`src/source/vstore_pkg.sv`:
```
/* Vector store instruction side
   Sequencer request and done response types, id and queue sizing */
`default_nettype none

package vstore_pkg;

  // Stores that may be in flight at once
  localparam int unsigned QueueDepth = 4;
  // Instruction ids handed out by the sequencer
  localparam int unsigned NrVInsn = 8;

  // Element width, value is the byte shift of one element
  typedef enum logic [1:0] {
    EW8,
    EW16,
    EW32,
    EW64
  } ew_e;

  // Target functional unit of a sequencer request
  typedef enum logic [1:0] {
    VFU_ALU,
    VFU_LOAD,
    VFU_STORE
  } vfu_e;

  typedef struct packed {
    logic [$clog2(NrVInsn)-1:0] id;
    vfu_e                       vfu;
    ew_e                        vsew;
    logic                       vm;         // 1 when unmasked
    logic [7:0]                 vl;         // Element count
    logic [31:0]                base_addr;  // Beat aligned
  } store_req_t;

  // One done bit per instruction id
  typedef struct packed {
    logic [NrVInsn-1:0] vinsn_done;
  } store_resp_t;

  // Write beats needed by one store, rounded up
  function automatic logic [7:0] beat_count(logic [7:0] vl, ew_e vsew, int unsigned beat_bytes);
    int unsigned bytes;
    bytes = 32'(vl) << vsew;
    return 8'((bytes + beat_bytes - 1) / beat_bytes);
  endfunction

endpackage

`default_nettype wire

```
`src/source/wbus_pkg.sv`:
```
/* Write bus types
   Burst requests, lane word and strobe slices, response code, burst limit */
`default_nettype none

package wbus_pkg;

  // Longest burst on the address channel, in beats
  localparam int unsigned MaxBurstBeats = 4;
  // Each lane delivers one 64-bit word per beat
  localparam int unsigned LaneBytes = 8;

  // Slices of a write beat, one per lane
  typedef logic [8*LaneBytes-1:0] lane_word_t;
  typedef logic [LaneBytes-1:0]   lane_strb_t;

  // Write response code
  typedef logic [1:0] resp_t;

  typedef struct packed {
    logic [31:0] addr;
    logic [7:0]  len;   // Beats minus one
  } burst_req_t;

  // Bursts needed for a given beat count, rounded up
  function automatic logic [7:0] burst_count(logic [7:0] beats);
    return 8'((32'(beats) + MaxBurstBeats - 1) / MaxBurstBeats);
  endfunction

endpackage

`default_nettype wire

```
`src/source/store_addr_gen.sv`:
```
/* Store address generator
   Splits the issue store into bursts on the address channel, queues them for the packer */
`timescale 1ns/1ns
`default_nettype none

module store_addr_gen import vstore_pkg::*; import wbus_pkg::*; #(
  parameter int unsigned NrLanes = 2
) (
  input  logic       clk_i,
  input  logic       rst_ni,
  // Issue instruction from the queue
  input  store_req_t issue_insn_i,
  input  logic       issue_valid_i,
  // Address channel
  output burst_req_t aw_o,
  output logic       aw_valid_o,
  input  logic       aw_ready_i,
  // Accepted bursts toward the packer
  output burst_req_t burst_o,
  output logic       burst_valid_o,
  input  logic       burst_ready_i
);

  localparam int unsigned BeatBytes = LaneBytes * NrLanes;

  typedef enum logic [1:0] {
    IDLE,
    SEND,
    WAIT_NEXT
  } state_e;

  state_e      state_d, state_q;
  burst_req_t  aw_d, aw_q;
  logic        aw_valid_d, aw_valid_q;
  logic [7:0]  beats_left_d, beats_left_q;
  logic [31:0] next_addr_d, next_addr_q;

  // Two entry burst FIFO
  burst_req_t [1:0] fifo_q;
  logic             fifo_wr_q, fifo_rd_q;
  logic [1:0]       fifo_cnt_d, fifo_cnt_q;

  logic        aw_hs, fifo_pop, load;
  logic [7:0]  src_beats, chunk;
  logic [31:0] src_addr;

  assign aw_hs    = aw_valid_q && aw_ready_i;
  assign fifo_pop = burst_valid_o && burst_ready_i;

  // A burst enters the FIFO only once the bus took its address
  assign fifo_cnt_d    = fifo_cnt_q + 2'(aw_hs) - 2'(fifo_pop);
  assign burst_o       = fifo_q[fifo_rd_q];
  assign burst_valid_o = (fifo_cnt_q != '0);

  // First burst comes from the instruction, later ones from the counters
  assign src_beats = (state_q == IDLE) ?
                     beat_count(issue_insn_i.vl, issue_insn_i.vsew, BeatBytes) : beats_left_q;
  assign src_addr  = (state_q == IDLE) ? issue_insn_i.base_addr : next_addr_q;
  assign chunk     = (src_beats > 8'(MaxBurstBeats)) ? 8'(MaxBurstBeats) : src_beats;

  always_comb begin
    state_d      = state_q;
    aw_d         = aw_q;
    aw_valid_d   = aw_valid_q;
    beats_left_d = beats_left_q;
    next_addr_d  = next_addr_q;
    load         = 1'b0;

    if (aw_hs) begin
      aw_valid_d = 1'b0;
    end

    unique case (state_q)
      IDLE: begin
        if (issue_valid_i) begin
          load    = 1'b1;
          state_d = SEND;
        end
      end
      SEND: begin
        // Next address only when the current one is gone
        if (!aw_valid_q || aw_hs) begin
          if (beats_left_q == '0) begin
            state_d = WAIT_NEXT;
          end else if (fifo_cnt_d != 2'd2) begin
            load = 1'b1;
          end
        end
      end
      WAIT_NEXT: begin
        // Packer drained the last burst, issue pointer has moved
        if (fifo_cnt_q == '0) begin
          state_d = IDLE;
        end
      end
      default: state_d = IDLE;
    endcase

    if (load) begin
      aw_d.addr    = src_addr;
      aw_d.len     = chunk - 8'd1;
      aw_valid_d   = 1'b1;
      beats_left_d = src_beats - chunk;
      next_addr_d  = src_addr + 32'(chunk) * BeatBytes;
    end
  end

  always_ff @(posedge clk_i) begin
    if (aw_hs) begin
      fifo_q[fifo_wr_q] <= aw_q;
    end
    aw_q         <= aw_d;
    beats_left_q <= beats_left_d;
    next_addr_q  <= next_addr_d;
  end

  always_ff @(posedge clk_i or negedge rst_ni) begin
    if (!rst_ni) begin
      state_q    <= IDLE;
      aw_valid_q <= 1'b0;
      fifo_wr_q  <= 1'b0;
      fifo_rd_q  <= 1'b0;
      fifo_cnt_q <= '0;
    end else begin
      state_q    <= state_d;
      aw_valid_q <= aw_valid_d;
      fifo_cnt_q <= fifo_cnt_d;
      if (aw_hs) begin
        fifo_wr_q <= !fifo_wr_q;
      end
      if (fifo_pop) begin
        fifo_rd_q <= !fifo_rd_q;
      end
    end
  end

  assign aw_o       = aw_q;
  assign aw_valid_o = aw_valid_q;

  // Stalled address request holds its payload
  a_aw_stable: assert property (@(posedge clk_i) disable iff (!rst_ni)
    aw_valid_o && !aw_ready_i |=> aw_valid_o && $stable(aw_o));

endmodule

`default_nettype wire

```
`src/source/store_beat_packer.sv`:
```
/* Store beat packer
   Packs lane words and mask into write beats, tracks burst and instruction progress */
`timescale 1ns/1ns
`default_nettype none

module store_beat_packer import vstore_pkg::*; import wbus_pkg::*; #(
  parameter int unsigned NrLanes = 2,
  parameter type w_beat_t = struct packed {
    lane_word_t [NrLanes-1:0] data;
    lane_strb_t [NrLanes-1:0] strb;
    logic                     last;
  }
) (
  input  logic                     clk_i,
  input  logic                     rst_ni,
  // Issue instruction from the queue
  input  store_req_t               issue_insn_i,
  input  logic                     issue_valid_i,
  output logic                     insn_issued_o,
  // Bursts from the address generator
  input  burst_req_t               burst_i,
  input  logic                     burst_valid_i,
  output logic                     burst_ready_o,
  // Lanes
  input  lane_word_t [NrLanes-1:0] operand_i,
  input  logic       [NrLanes-1:0] operand_valid_i,
  output logic                     operand_ready_o,
  // Mask unit
  input  lane_strb_t [NrLanes-1:0] mask_i,
  input  logic       [NrLanes-1:0] mask_valid_i,
  output logic                     mask_ready_o,
  // Write data channel
  output w_beat_t                  w_o,
  output logic                     w_valid_o,
  input  logic                     w_ready_i
);

  localparam int unsigned BeatBytes = LaneBytes * NrLanes;
  // Fits 255 elements of 8 bytes
  localparam int unsigned ByteCntW  = 11;

  logic [7:0]           beat_cnt_q;
  logic [ByteCntW-1:0]  bytes_left_q, cur_bytes;
  logic                 started_q;
  logic [BeatBytes-1:0] mask_flat, strb;
  logic                 burst_last, insn_last, w_hs;

  // Bytes still to write, fresh instruction starts from vl scaled by element width
  assign cur_bytes = started_q ? bytes_left_q
                               : (ByteCntW'(issue_insn_i.vl) << issue_insn_i.vsew);

  // Mask bits line up with beat bytes
  assign mask_flat = mask_i;

  // Beat needs a burst, all lane words, and the mask when masked
  assign w_valid_o = issue_valid_i && burst_valid_i && (&operand_valid_i) &&
                     (issue_insn_i.vm || (&mask_valid_i));

  assign burst_last = (beat_cnt_q == burst_i.len);
  assign insn_last  = (cur_bytes <= ByteCntW'(BeatBytes));
  assign w_hs       = w_valid_o && w_ready_i;

  // Byte enabled below the tail and where the mask allows it
  always_comb begin
    for (int b = 0; b < BeatBytes; b++) begin
      strb[b] = (ByteCntW'(b) < cur_bytes) && (issue_insn_i.vm || mask_flat[b]);
    end
  end

  always_comb begin
    w_o.data = operand_i;
    w_o.strb = strb;
    w_o.last = burst_last;
  end

  // Operands and mask are only consumed by an accepted beat
  assign operand_ready_o = w_hs;
  assign mask_ready_o    = w_hs && !issue_insn_i.vm;
  assign burst_ready_o   = w_hs && burst_last;
  assign insn_issued_o   = w_hs && insn_last;

  always_ff @(posedge clk_i or negedge rst_ni) begin
    if (!rst_ni) begin
      beat_cnt_q   <= '0;
      bytes_left_q <= '0;
      started_q    <= 1'b0;
    end else if (w_hs) begin
      beat_cnt_q   <= burst_last ? '0 : beat_cnt_q + 8'd1;
      // Next instruction reloads from its own vl
      started_q    <= !insn_last;
      bytes_left_q <= insn_last ? '0 : cur_bytes - ByteCntW'(BeatBytes);
    end
  end

  // Last beat of a store also closes its last burst
  a_insn_ends_burst: assert property (@(posedge clk_i) disable iff (!rst_ni)
    insn_issued_o |-> burst_ready_o);

endmodule

`default_nettype wire

```
`src/source/store_insn_queue.sv`:
```
/* Store instruction queue
   Holds in-flight stores, tracks issue and commit, counts bursts awaiting response */
`timescale 1ns/1ns
`default_nettype none

module store_insn_queue import vstore_pkg::*; import wbus_pkg::*; #(
  parameter int unsigned NrLanes = 2
) (
  input  logic        clk_i,
  input  logic        rst_ni,
  // Sequencer
  input  store_req_t  req_i,
  input  logic        req_valid_i,
  output logic        req_ready_o,
  output store_resp_t done_o,
  output logic        store_pending_o,
  // Issue side
  output store_req_t  issue_insn_o,
  output logic        issue_valid_o,
  input  logic        insn_issued_i,
  // Bus responses
  input  logic        b_valid_i
);

  localparam int unsigned PtrW      = $clog2(QueueDepth);
  localparam int unsigned BeatBytes = LaneBytes * NrLanes;

  // Entry payload and bursts still waiting for a response
  store_req_t [QueueDepth-1:0]      insn_q;
  logic       [QueueDepth-1:0][7:0] bursts_q;

  // Circular buffer pointers
  logic [PtrW-1:0] accept_pnt_q, issue_pnt_q, commit_pnt_q;
  // Entries waiting to be issued and to be committed
  logic [PtrW:0]   issue_cnt_q, commit_cnt_q;

  store_resp_t done_d, done_q;
  logic        accept;
  logic        commit_valid;
  logic        commit;

  // Full when every entry still waits for commit
  assign req_ready_o     = (commit_cnt_q != (PtrW+1)'(QueueDepth));
  assign commit_valid    = (commit_cnt_q != '0);
  assign store_pending_o = commit_valid;

  // Other units' requests are acknowledged and dropped
  assign accept = req_valid_i && req_ready_o && (req_i.vfu == VFU_STORE);

  assign issue_insn_o  = insn_q[issue_pnt_q];
  assign issue_valid_o = (issue_cnt_q != '0);

  // Last outstanding response of the commit entry
  assign commit = b_valid_i && commit_valid && (bursts_q[commit_pnt_q] == 8'd1);

  always_comb begin
    done_d = '0;
    if (commit) begin
      done_d.vinsn_done[insn_q[commit_pnt_q].id] = 1'b1;
    end
  end

  always_ff @(posedge clk_i) begin
    // Every response closes one burst of the commit entry
    if (b_valid_i && commit_valid) begin
      bursts_q[commit_pnt_q] <= bursts_q[commit_pnt_q] - 8'd1;
    end
    // New entry, burst count taken from vl, vsew and beat width
    if (accept) begin
      insn_q[accept_pnt_q]   <= req_i;
      bursts_q[accept_pnt_q] <= burst_count(beat_count(req_i.vl, req_i.vsew, BeatBytes));
    end
  end

  always_ff @(posedge clk_i or negedge rst_ni) begin
    if (!rst_ni) begin
      accept_pnt_q <= '0;
      issue_pnt_q  <= '0;
      commit_pnt_q <= '0;
      issue_cnt_q  <= '0;
      commit_cnt_q <= '0;
      done_q       <= '0;
    end else begin
      // Pointers wrap on their own, depth is a power of two
      if (accept) begin
        accept_pnt_q <= accept_pnt_q + 1'b1;
      end
      if (insn_issued_i) begin
        issue_pnt_q <= issue_pnt_q + 1'b1;
      end
      if (commit) begin
        commit_pnt_q <= commit_pnt_q + 1'b1;
      end
      issue_cnt_q  <= issue_cnt_q + (PtrW+1)'(accept) - (PtrW+1)'(insn_issued_i);
      commit_cnt_q <= commit_cnt_q + (PtrW+1)'(accept) - (PtrW+1)'(commit);
      // One cycle done pulse
      done_q       <= done_d;
    end
  end

  assign done_o = done_q;

  // Bus never answers a burst that no queued store sent
  a_resp_has_owner: assert property (@(posedge clk_i) disable iff (!rst_ni)
    b_valid_i |-> commit_valid);

  a_commit_cnt_bound: assert property (@(posedge clk_i) disable iff (!rst_ni)
    commit_cnt_q <= (PtrW+1)'(QueueDepth));

endmodule

`default_nettype wire

```
`src/source/vector_store_unit.sv`:
```
/* Vector store unit top
   Queue, address generator and beat packer between sequencer, lanes and write bus */
`timescale 1ns/1ns
`default_nettype none

module vector_store_unit import vstore_pkg::*; import wbus_pkg::*; #(
  parameter int unsigned NrLanes = 2,
  parameter type w_beat_t = struct packed {
    lane_word_t [NrLanes-1:0] data;
    lane_strb_t [NrLanes-1:0] strb;
    logic                     last;
  },
  parameter type b_resp_t = struct packed {
    resp_t resp;
  }
) (
  input  logic                     clk_i,
  input  logic                     rst_ni,
  // Sequencer
  input  store_req_t               req_i,
  input  logic                     req_valid_i,
  output logic                     req_ready_o,
  output store_resp_t              done_o,
  output logic                     store_pending_o,
  // Lanes
  input  lane_word_t [NrLanes-1:0] operand_i,
  input  logic       [NrLanes-1:0] operand_valid_i,
  output logic                     operand_ready_o,
  // Mask unit
  input  lane_strb_t [NrLanes-1:0] mask_i,
  input  logic       [NrLanes-1:0] mask_valid_i,
  output logic                     mask_ready_o,
  // Write bus
  output burst_req_t               aw_o,
  output logic                     aw_valid_o,
  input  logic                     aw_ready_i,
  output w_beat_t                  w_o,
  output logic                     w_valid_o,
  input  logic                     w_ready_i,
  input  b_resp_t                  b_i,
  input  logic                     b_valid_i,
  output logic                     b_ready_o
);

  store_req_t issue_insn;
  logic       issue_valid;
  logic       insn_issued;
  burst_req_t burst;
  logic       burst_valid, burst_ready;

  // Responses are always taken, error codes in b_i are not acted on
  assign b_ready_o = 1'b1;

  store_insn_queue #(
    .NrLanes(NrLanes)
  ) i_queue (
    .clk_i,
    .rst_ni,
    .req_i,
    .req_valid_i,
    .req_ready_o,
    .done_o,
    .store_pending_o,
    .issue_insn_o (issue_insn),
    .issue_valid_o(issue_valid),
    .insn_issued_i(insn_issued),
    .b_valid_i
  );

  store_addr_gen #(
    .NrLanes(NrLanes)
  ) i_addr_gen (
    .clk_i,
    .rst_ni,
    .issue_insn_i (issue_insn),
    .issue_valid_i(issue_valid),
    .aw_o,
    .aw_valid_o,
    .aw_ready_i,
    .burst_o      (burst),
    .burst_valid_o(burst_valid),
    .burst_ready_i(burst_ready)
  );

  store_beat_packer #(
    .NrLanes (NrLanes),
    .w_beat_t(w_beat_t)
  ) i_packer (
    .clk_i,
    .rst_ni,
    .issue_insn_i (issue_insn),
    .issue_valid_i(issue_valid),
    .insn_issued_o(insn_issued),
    .burst_i      (burst),
    .burst_valid_i(burst_valid),
    .burst_ready_o(burst_ready),
    .operand_i,
    .operand_valid_i,
    .operand_ready_o,
    .mask_i,
    .mask_valid_i,
    .mask_ready_o,
    .w_o,
    .w_valid_o,
    .w_ready_i
  );

endmodule

`default_nettype wire

```
`config.mk`:
```
export PLATFORM = sky130hd
export DESIGN_NAME = vector_store_unit
export DESIGN_NICKNAME = d
export VERILOG_FILES = /design/src/source/vstore_pkg.sv /design/src/source/wbus_pkg.sv /design/src/source/store_addr_gen.sv /design/src/source/store_beat_packer.sv /design/src/source/store_insn_queue.sv /design/src/source/vector_store_unit.sv
export SDC_FILE = /design/constraint.sdc
export NUM_CORES = 1
export LEC_CHECK = 0
export ABC_CLOCK_PERIOD_IN_PS = 9900
export CAP_MARGIN = 20
export CORE_MARGIN = 10
export CORE_UTILIZATION = 58
export CTS_CLUSTER_SIZE = 24
export DETAILED_ROUTE_END_ITERATION = 10
export DONT_BUFFER_PORTS = 1
export MAX_ROUTING_LAYER = met4
export PLACE_DENSITY = 0.76
export SLEW_MARGIN = 20
export SYNTH_ARGS = -nofsm -noshare
export SYNTH_HDL_FRONTEND = slang
export SYNTH_SLANG_ARGS = --single-unit
```
`constraint.sdc`:
```
create_clock -name clk_i -period 9.9 [get_ports clk_i]
set_input_delay 0 -clock clk_i [delete_from_list [all_inputs] [get_ports clk_i]]
set_output_delay 0 -clock clk_i [all_outputs]
set_load 0.05 [all_outputs]
```
# --- After elaboration in Yosys (flattened, before gate mapping) ---
# Cells that the tools add are included.
totals:
  regBits: 431
  input_bits: 204
  output_inout_bits: 200
  elab_cells: 222
op_classes:
  addsub: 21
  order_cmp: 28
  n_eq_ne: 11
  n_shift: 3
  n_mux: 43
  reduce_logical: 66
op_table:
  columns: ["cell", "n"]
  rows:
  - ["binary-select mux 48 bit (select 2 bit)", 2]
  - ["bitwise mux 192 bit", 1]
  - ["demux 48 bit (select 2 bit)", 1]
  - ["2-to-1 mux 32 bit", 3]
  - ["2-to-1 mux 48 bit", 2]
  - ["< comparator 4 x 11 -> 1 bit, first input constant", 8]
  - ["bitwise mux 80 bit", 1]
  - ["2-to-1 mux 8 bit", 9]
  - ["bitwise mux 32 bit", 2]
  - ["< comparator 3 x 11 -> 1 bit, first input constant", 4]
  - ["2-to-1 mux 43 bit", 1]
  - ["demux 40 bit (select 1 bit)", 1]
  - ["2-to-1 mux 40 bit", 1]
  - ["logical AND 1 bit", 33]
  - ["adder 32 x 12 -> 32 bit", 1]
  - ["demux 8 bit (select 2 bit)", 2]
  - ["adder 12 x 5 -> 12 bit, second input constant", 2]
  - ["left shift 8 x 2 -> 12 bit", 2]
  - ["subtractor 12 x 1 -> 12 bit, second input constant", 2]
  - ["< comparator 1 x 11 -> 1 bit, first input constant", 2]
  - ["< comparator 2 x 11 -> 1 bit, first input constant", 2]
  - ["2-to-1 mux 11 bit", 2]
  - ["logical OR 1 bit", 18]
  - ["binary-select mux 8 bit (select 2 bit)", 1]
  - ["39 further kinds", 69]

# --- Logic depth before layout (Yosys ltp) ---
# Gate-level depths: netlist (run 1).
logic_depth:
  depth_word: 14
  ltp_mapped: 22
  depth_no_buf: 17

# --- Modules after synthesis ---
# Synthesis (run 1) repeated with hierarchy kept, for this count alone.
hier_totals:
  hier_cells: 1437
  area_unflattened_um2: 19926.6
by_module_without_submodules:
  columns: ["module", "instances", "cells_each", "area_each_um2", "seq_area_each_um2"]
  rows:
  - ["store_insn_queue", 1, 549, 9709.3, 6906.6]
  - ["store_addr_gen", 1, 538, 7518.5, 4859.7]
  - ["store_beat_packer", 1, 348, 2687.6, 500.5]
  - ["vector_store_unit", 1, 2, 11.3, 0.0]

# --- Least setup slack after synthesis (run 1) ---
# No wires, ideal clock.
synth_timing:
  kind: "register to register"
  start: "register i_queue.issue_pnt_q[1]"
  end: "register i_addr_gen.aw_q (netlist bit i_addr_gen.aw_o[0]), enable pin"
  setup_ns: 0.612
  arrival_time_ns: 10.333
  required_time_ns: 9.288
  slack_ns: -1.046
  stages_incl_launch_ff: 20
  path_buffers: 6
  period_less_slack_ns: 10.946
  cell_sequence: "dfrtp_1 -> buf_2 -> buf_2 -> buf_1 -> clkbuf_1 -> mux4_2 -> clkbuf_1 -> a21oi_1 -> nor4_1 -> nand2_1 -> clkbuf_1 -> nor2_1 -> ha_1 -> inv_1 -> ha_1 -> xnor2_1 -> xnor2_1 -> nand2b_1 -> nand3_1 -> a211oi_1"
synth_via:
  elab_chain_len: 13
synth_lines:
  columns: ["element", "line_no", "source"]
  rows:
  - ["from (decl)", "store_insn_queue.sv:33", "logic [PtrW-1:0] accept_pnt_q, issue_pnt_q, commit_pnt_q;"]
  - ["from (signal assigned)", "store_insn_queue.sv:89", "issue_pnt_q <= issue_pnt_q + 1'b1;"]
  - ["binary-select mux 48 bit (select 2 bit)", "store_insn_queue.sv:50", "assign issue_insn_o = insn_q[issue_pnt_q];"]
  - ["2-to-1 mux 43 bit (implied by the code)", "store_insn_queue.sv:50", null]
  - ["logical OR 1 bit", "store_beat_packer.sv:57", "(issue_insn_i.vm || (&mask_valid_i));"]
  - ["logical AND 1 bit", "store_beat_packer.sv:56", "assign w_valid_o = issue_valid_i && burst_valid_i && (&operand_valid_i) &&"]
  - ["net w_valid_o", "vector_store_unit.sv:38", "output logic w_valid_o,"]
  - ["logical AND 1 bit", "store_beat_packer.sv:61", "assign w_hs = w_valid_o && w_ready_i;"]
  - ["logical AND 1 bit", "store_beat_packer.sv:79", "assign burst_ready_o = w_hs && burst_last;"]
  - ["logical AND 1 bit", "store_addr_gen.sv:48", "assign fifo_pop = burst_valid_o && burst_ready_i;"]
  - ["net i_addr_gen.fifo_pop", "store_addr_gen.sv:43", "logic aw_hs, fifo_pop, load;"]
  - ["subtractor 2 x 1 -> 2 bit", "store_addr_gen.sv:51", "assign fifo_cnt_d = fifo_cnt_q + 2'(aw_hs) - 2'(fifo_pop);"]
  - ["net i_addr_gen.fifo_cnt_d[1]", "store_addr_gen.sv:41", "logic [1:0] fifo_cnt_d, fifo_cnt_q;"]
  - ["!= test 2 bit", "store_addr_gen.sv:85", "end else if (fifo_cnt_d != 2'd2) begin"]
  - ["2-to-1 mux 1 bit", "store_addr_gen.sv:85", null]
  - ["2-to-1 mux 1 bit", "store_addr_gen.sv:83", "if (beats_left_q == '0) begin"]
  - ["2-to-1 mux 1 bit", "store_addr_gen.sv:82", "if (!aw_valid_q || aw_hs) begin"]
  - ["case mux 1 bit (2 select lines)", "store_addr_gen.sv:73", "unique case (state_q)"]
  - ["to (signal assigned)", "store_addr_gen.sv:112", "aw_q <= aw_d;"]
  - ["to (decl)", "store_addr_gen.sv:33", "burst_req_t aw_d, aw_q;"]
# The timed path passes the listed nets, and every way through them passes these cells. The select of a mux whose other input is x is not followed.
# A chain may end at the register's enable or synchronous reset.

# --- Worst setup path after layout (run 1) ---
layout_timing:
  start: "register i_queue.issue_pnt_q[0]"
  end: "register i_addr_gen.next_addr_q[15] (data pin)"
layout_via:
  elab_chain_len: 9
  elab_cells_between_ends: 10
  cone_classes: "3 x add/sub; 1 x order compare; 1 x shift; 5 x mux"
layout_lines:
  columns: ["element", "line_no", "source"]
  rows:
  - ["binary-select mux 48 bit (select 2 bit) (*)", "store_insn_queue.sv:50", null]
  - ["2-to-1 mux 43 bit (implied by the code) (*)", "store_insn_queue.sv:50", null]
  - ["left shift 8 x 2 -> 12 bit", "vstore_pkg.sv:44", "bytes = 32'(vl) << vsew;"]
  - ["adder 12 x 5 -> 12 bit", "vstore_pkg.sv:45", "return 8'((bytes + beat_bytes - 1) / beat_bytes);"]
  - ["subtractor 12 x 1 -> 12 bit", "vstore_pkg.sv:45", null]
  - ["2-to-1 mux 8 bit", "store_addr_gen.sv:56", "assign src_beats = (state_q == IDLE) ?"]
  - ["greater-than comparator 8 x 3 -> 1 bit", "store_addr_gen.sv:59", "assign chunk = (src_beats > 8'(MaxBurstBeats)) ? 8'(MaxBurstBeats) : src_beats;"]
  - ["2-to-1 mux 8 bit", "store_addr_gen.sv:59", null]
  - ["adder 32 x 12 -> 32 bit (*)", "store_addr_gen.sv:104", "next_addr_d = src_addr + 32'(chunk) * BeatBytes;"]
  - ["to (signal assigned)", "store_addr_gen.sv:114", "next_addr_q <= next_addr_d;"]
  - ["to (decl)", "store_addr_gen.sv:36", "logic [31:0] next_addr_d, next_addr_q;"]
# Every way passes the cells marked *; elsewhere a longest branch is shown, timed or not. The select of a mux whose other input is x is not followed.

==> results of run 1 <==
## cell usage in the layout, fill, tap and decap left out, drive strengths merged, types with 39 or more instances in the layout
master and count:
xnor2 43, a21oi 39, inv 47, clkbuf 42, o21ai 65, mux4 60
dfrtp 47, nor2 66, edfxtp 276, dlygate4sd3 48, nand2 172
## routing by layer
metal / track usage / vias to the layer above
li1: - / 5041
met1: 0.270 / 5388
met2: 0.306 / 513
met3: 0.0702 / 104
met4: 0.0619 / 0
met5: - / -
## power by group through the flow
stage / registers [W] / logic (W) / clock network, W
finish: 0.00253 / 0.00185 / 0.00142
global route: 0.00257 / 0.00206 / 0.00151
CTS: 0.00254 / 0.00184 / 0.00144
detailed placement: 0.00256 / 0.00180 / 0
global placement: 0.00255 / 0.00175 / 0
floorplan: 0.00247 / 0.00165 / 0
## worst paths after layout
kind	to	slack [ps]	cells after the start
max in group asynchronous	i_queue.issue_pnt_q[1]	9590	2
min in group asynchronous	i_packer.bytes_left_q[8]	30	2
worst max register to register	i_addr_gen.next_addr_q[15]	3450	16
worst min-delay path	w_o[29]	0.02	0
worst min register to register	i_packer.bytes_left_q[2]	480	2
worst max-delay path	i_addr_gen.next_addr_q[15]	3450	16
## cells by family after synthesis
group,count (synthesis),share of synthesized area
AO/OA/AOI/OAI,245,0.0938
XOR/XNOR,62,0.0302
adder cells (fa/ha/maj),32,0.0231
buffers and inverters,245,0.0814
flip-flops,355,0.562
multiplexers,110,0.107
other,2,0.000418
AND/OR/NAND/NOR,388,0.102
## through the flow
stage	hold WS (ps)	total power, W	cells	cell area (um2)
after detailed placement	-294	0.00436	1654	17300
final	0.0193	0.00581	1774	19100
after CTS	0.341	0.00582	1770	19100
after floorplan	-296	0.00412	1444	18000
after global routing	0.0948	0.00614	1774	19100
after global placement	-294	0.00430	1653	17300
## layout make-up
class | instances | area (um2)
fill | 2285 | 11500
sequential | 355 | 10100
multi-input combinational | 844 | 6450
clock buffer | 42 | 955
timing repair buffer | 61 | 598
tap | 396 | 495
clock inverter | 25 | 313
inverter | 47 | 176
antenna | 4 | 10.0
## worst register-to-register path, delay by kind of cell, from the launching register on
| family | cells | cell delay (ps) |
|---|---|---|
| AOI/OAI and AO/OA | 6 | 1940 |
| adders and majority gates | 1 | 370 |
| buffers and inverters | 1 | 540 |
| DFF | 1 | 850 |
| muxes | 3 | 1250 |
| and+or+nand+nor | 5 | 1270 |
## registers in the layout, summed over array words and instances (netlist names), 3 cells and up
signal                   cells
i_queue.insn_q             184
i_addr_gen.aw_o             36
i_addr_gen.next_addr_q      32
i_queue.bursts_q            32
i_addr_gen.fifo_q           16
i_packer.bytes_left_q       11
i_addr_gen.beats_left_q      8
i_packer.beat_cnt_q          8
i_queue.done_o               8
i_queue.commit_cnt_q         3
i_queue.issue_cnt_q          3
## what timing repair did
item	4_1_cts	5_1_grt
gates resized for setup	0	0
setup buffers	0	0
hold buffers	49	0
endpoints found under the hold margin	268	0
==> results_dict.tcl, run 1 <==
set metrics [dict create \
    post-route-min-period_ps 6450 \
    switching_share 0.379 \
    place_congestion 0.842 \
    maxSlewViolCount 0 \
    worst-endpoint-arrival_ps 6720 \
    drt-met1-wl_um 16400 \
    crit_path_cell_trace "buf_4 > mux4_2 > mux2_2 > mux2i_4 > a21oi_2 > nand2_1 > o311ai_2 > nand3_1 > or2_2 > ha_1 > o21a_1 > nand2_1 > a211oi_1 > nand4_1 > a2111oi_0 > a311oi_1" \
    critical-path-slowest-cell "dfrtp_2" \
    final_core_util 0.625 \
    top_level_ports 404 \
    fp.coreArea_mm2 0.0306 \
    internal_power_w 0.00361 \
    vias_in_the_first_global_route 10900 \
    synth_flop_cell "edfxtp_1" \
    p_clk_frac 0.244 \
    wl_per_cell_um 22.4 \
    reg2reg_from "i_queue.issue_pnt_q[0]" \
    tightestPinTransition_ps 1230 \
    power_density_mw_per_mm2 304 \
    syn_avg_cell_area_um2 12.5 \
    rsz0062_at_grt "no" \
    crit_start "i_queue.issue_pnt_q[0]" \
    ant_nets 0 \
    number_of_antenna_violations_at_the_first_check_in_global_routing 4 \
    finalSetupViolations 0 \
    route.met3.wl_um 3950 \
    max_clock_freq_ghz 0.155 \
    ir_drop_mv 0.194 \
    total_switching_power_w 0.00220 \
    finalNetCount 1582 \
    tritoncts_buffers 37 \
    worstPathBufferInverterCount 1 \
    met2_wirelength_um 18500 \
    hold_violation_total_from_the_final_report 0 \
    die_x_um 196 \
    post-route-drc-count 0 \
    seqPwrFrac 0.436 \
    crit_path_max_incr_delay_ps 850 \
    vias 11000 \
    netlist.top_cell.by_area "edfxtp_1" \
    timing.final.crit_share 0.652 \
    run_status "finished, final reports clean" \
    clock_tree.htree_level_count 2 \
    path_clk_slew_ps 70 \
    worstSkewPairLatency_ps 530 \
    fp.dieH_um 196 \
    yosys.cell_types.count 76 \
    dp.final_hpwl_um 26700 \
    port_buffers 0 \
    synthToLayoutAreaGrowth_pct 6.31 \
    grt_first_pass_wirelength_um 62600 \
    timing_worst_setup_path_type "flop to flop" \
    post_route_skew_ps 31.2 \
    hold_path_startpoint "operand_i[12]" \
    tritoncts "done" \
    worst-endpoint-required_ps 10170 \
    rows 64 \
    slew_headroom 0.181 \
    initial_core_util 0.588 \
    setup_ws_ps 3450 \
    grt_start_max_net_pins 74 \
    cp-start-kind "flop" \
    synth-edff-count 276 \
    synth_top_area_frac 0.461 \
    preCtsSetupSlack_ps 3400 \
    ys_top_cells_by_count "276 x edfxtp_1, 172 x nand2_1, 136 x buf_4" \
    ys_top_cells_by_area "edfxtp_1 46%, mux4_2 7.5%, dfrtp_1 6.5%" \
    power_frac_comb 0.319 \
    totalWireLength_um 39800 \
    synth-seq-cells 355 \
    drt-vias-per-instance 6.23 \
    number_of_cells_produced_by_synthesis 1439 \
    timing.critical_path.to_type "flop" \
    postSynth.asyncResetShare 0.132 \
    leakagePower_nw 6.76 \
    yosysSeqAreaShare 0.562 \
    overflow 0 \
    synth.cell_area_mm2 0.0180 \
    firstDrtPassIters 5 \
    setup-tns-final_ps 0 \
    yosys_warnings 0 \
    clockBufferDepth 3 \
    detailed_router_s_first_iteration_violation_count 864 \
    yosysMostFrequentCell "edfxtp_1" \
    crit_top_cell "nand2_1" \
    critical_path.max_fanout 24 \
    design.die.area_mm2 0.0384 \
    cts_sinks 355 \
    drive_above_1_share 0.130 \
    global_route.usage.total 0.208 \
    cts_root_buf "clkbuf_16" \
    max_cap_violation_count 0 \
    critical-path-top-delay-family "compound AO/OA/AOI/OAI gates" \
    min_path_type "input port to output pin" \
    route.top_layer_used "met4" \
]
(Power assumes the default switching activity.)
==> inputs of run 2 (changes only) <==
--- a/config.mk
+++ b/config.mk
@@ -5,15 +5,16 @@
 export SDC_FILE = /design/constraint.sdc
 export NUM_CORES = 1
 export LEC_CHECK = 0
-export ABC_CLOCK_PERIOD_IN_PS = 9900
+export ABC_AREA = 1
+export ABC_CLOCK_PERIOD_IN_PS = 6100
 export CAP_MARGIN = 20
 export CORE_MARGIN = 10
-export CORE_UTILIZATION = 58
+export CORE_UTILIZATION = 64
 export CTS_CLUSTER_SIZE = 24
 export DETAILED_ROUTE_END_ITERATION = 10
 export DONT_BUFFER_PORTS = 1
 export MAX_ROUTING_LAYER = met4
-export PLACE_DENSITY = 0.76
+export PLACE_DENSITY = 0.8
 export SLEW_MARGIN = 20
 export SYNTH_ARGS = -nofsm -noshare
 export SYNTH_HDL_FRONTEND = slang
==> constraint.sdc (replaced) <==
create_clock -name clk_i -period 6.1 [get_ports clk_i]
set_input_delay 0 -clock clk_i [delete_from_list [all_inputs] [get_ports clk_i]]
set_output_delay 0 -clock clk_i [all_outputs]
set_load 0.05 [all_outputs]
==> results_dict.tcl, run 2 <==
set metrics [dict create \
    wl_per_cell_um 19.7 \
    post_route_skew_ps 30.1 \
    ys_top_cells_by_area "edfxtp_1 46%, nand2_1 7.2%, dfrtp_1 6.5%" \
    vias 12700 \
    clockBufferDepth 3 \
    clock_tree.htree_level_count 2 \
    ys_top_cells_by_count "345 x nand2_1, 276 x edfxtp_1, 203 x nor2_1" \
    worst-endpoint-required_ps 6260 \
    crit_path_cell_trace "inv_2 > nand2_1 > a32oi_2 > buf_4 > inv_1 > nand2_1 > nand4_1 > inv_1 > nand2_1 > buf_4 > nor2_1 > ha_1 > inv_1 > ha_1 > xnor2_1 > xnor2_1 > nand2_1 > nand3_1 > nand2_4" \
    grt_first_pass_wirelength_um 68000 \
    cp-start-kind "flop" \
    synthToLayoutAreaGrowth_pct 6.55 \
    timing_worst_setup_path_type "flop to flop" \
    r2r_setup_slack_ps 1190 \
    layoutNonFillerInstCount 2195 \
    min_path_type "input port to output pin" \
    power_density_mw_per_mm2 547 \
    maxSlewViolCount 0 \
    rows 61 \
    setup-tns-final_ps 0 \
    post-route-min-period_ps 4910 \
    dp_cells 2068 \
    yosys.cell_types.count 56 \
    ir_drop_mv 0.348 \
    internal_power_w 0.00598 \
    die_x_um 188 \
    r2r-end "i_addr_gen.next_addr_q[8]" \
    p_clk_frac 0.219 \
    drt-vias-per-instance 5.81 \
    number_of_cells_produced_by_synthesis 1861 \
    crit_top_cell "nand2_1" \
    tritoncts "done" \
    critical_path.max_fanout 72 \
    seqPwrFrac 0.411 \
    synth-seq-cells 355 \
    top_level_ports 404 \
    final_common_cell "nand2_1" \
    design.die.area_mm2 0.0352 \
    dp.final_hpwl_um 28800 \
    number_of_antenna_violations_at_the_first_check_in_global_routing 6 \
    tightestPinTransition_ps 1030 \
    syn_avg_cell_area_um2 9.66 \
    post_cts.resized_instances 0 \
    switching_share 0.429 \
    grt_start_max_net_pins 76 \
    max_cap_violation_count 0 \
    cts_root_buf "clkbuf_16" \
    reg2regPathDepth 19 \
    fp.dieH_um 188 \
    totalWireLength_um 43200 \
    cts_sinks 355 \
    firstDrtPassIters 5 \
    yosysSeqAreaShare 0.562 \
    initial_core_util 0.647 \
    vias_in_the_first_global_route 12500 \
    leakagePower_nw 7.63 \
    power_frac_comb 0.370 \
    overflow 0 \
    crit_start "i_queue.issue_pnt_q[0]" \
    netlist.top_cell.by_area "edfxtp_1" \
    reg2reg_from "i_queue.issue_pnt_q[0]" \
    tritoncts_buffers 38 \
    post-route-drc-count 0 \
    largest_register "i_queue.insn_q" \
    hold_path_startpoint "operand_i[48]" \
    finalSetupViolations 0 \
    synth_flop_cell "edfxtp_1" \
    timing.critical_path.to_type "flop" \
    final_core_util 0.689 \
    fill_cells 2003 \
    path_clk_slew_ps 60 \
    drive_above_1_share 0.0768 \
    preCtsSetupSlack_ps 1190 \
    detailed_router_s_first_iteration_violation_count 894 \
    postSynth.asyncResetShare 0.132 \
    global_route.usage.total 0.246 \
    critical-path-slowest-cell "nand2_4" \
    rsz0062_at_grt "no" \
    yosys_warnings 0 \
    run_status "finished, final reports clean" \
    synth_top_area_frac 0.461 \
    synth.cell_area_mm2 0.0180 \
    largest_register_ff_count 184 \
    worst-endpoint-arrival_ps 5070 \
    max_clock_freq_ghz 0.204 \
    slew_headroom 0.310 \
    synth-edff-count 276 \
    crit_path_max_incr_delay_ps 720 \
    total_switching_power_w 0.00449 \
    port_buffers 0 \
    worst_hold_end "w_o[65]" \
    hold_violation_total_from_the_final_report 0 \
    timing.final.crit_share 0.805 \
    place_congestion 0.939 \
    fp.coreArea_mm2 0.0278 \
    finalNetCount 2020 \
    holdPathStages 0 \
    setup_ws_ps 1190 \
    layout_common_cells "344 x nand2_1, 276 x edfxtp_1, 202 x nor2_1" \
    yosysMostFrequentCell "nand2_1" \
    ant_nets 0 \
    worstSkewPairLatency_ps 540 \
]
-- run 2: cell type report --
type / instances / area [um2] / area share
Tap cell: 378 / 473 / 0.0247
Sequential cell: 355 / 10100 / 0.528
Timing Repair Buffer: 69 / 671 / 0.0350
Clock inverter: 20 / 223 / 0.0116
Inverter: 199 / 747 / 0.0390
Multi-Input combinational cell: 1121 / 5890 / 0.307
Clock buffer: 47 / 1030 / 0.0536
Antenna cell: 6 / 15.0 / 0.000784
-- run 2: per-layer routing --
| layer | track usage | routed length, um | share of wire | up-vias |
|---|---|---|---|---|
| met5 | - | 0 | 0 | - |
| met2 | 0.393 | 20600 | 0.48 | 625 |
| met4 | 0.0852 | 1280 | 0.030 | 0 |
| li1 | - | - | - | 5989 |
| met1 | 0.289 | 17000 | 0.39 | 6006 |
| met3 | 0.0777 | 4360 | 0.10 | 123 |
-- run 2: stage by stage --
stage                     hold WS (ps)  total power, W  instance area (um2)
after global routing            0.0770          0.0112                19100
final                           0.0193          0.0105                19100
after detailed placement          -294         0.00809                17300
after CTS                        0.341          0.0105                19100
after global placement            -294         0.00796                17300
after floorplan                   -296         0.00742                18000
-- run 2: what timing repair did --
item                                   CTS  global route
endpoints found under the hold margin  265             0
setup buffers                            0             0
hold buffers                            54             0
-- run 2: cell families after synthesis --
family                   Yosys count  share of synthesized area
AND/OR/NAND/NOR                  702                      0.167
buffers and inverters            390                      0.112
flip-flops                       355                      0.562
AO/OA/AOI/OAI                    304                     0.0959
XOR/XNOR                          62                     0.0306
adder cells (fa/ha/maj)           32                     0.0231
multiplexers                      14                    0.00808
other                              2                   0.000418
-- run 2: worst max-delay path: cells and delay by family, from the launching register on --
| family | cells | cell delay [ps] |
|---|---|---|
| fa+ha+maj | 2 | 460 |
| simple gates | 8 | 1730 |
| compound gates | 1 | 210 |
| buf+inv | 6 | 1290 |
| flops | 1 | 530 |
| xor+xnor | 2 | 240 |
-- run 2: worst max-delay path by stage --
stage               slack (ps)                        end  depth (start not counted)
detailed placement        1190        i_addr_gen.aw_o[17]                         19
finish                    1190  i_addr_gen.next_addr_q[8]                         19
global placement          1370        i_addr_gen.aw_o[18]                         19
floorplan                  890         i_addr_gen.aw_o[0]                         19
global route               730        i_addr_gen.aw_o[28]                         19
CTS                       1200        i_addr_gen.aw_o[28]                         19
-- run 2: power by group through the flow --
stage               Combinational (W)  Sequential (W)  Clock, W
finish                        0.00387         0.00430   0.00230
CTS                           0.00384         0.00430   0.00231
detailed placement            0.00375         0.00434         0
floorplan                     0.00326         0.00417         0
global route                  0.00437         0.00436   0.00243
global placement              0.00365         0.00431         0
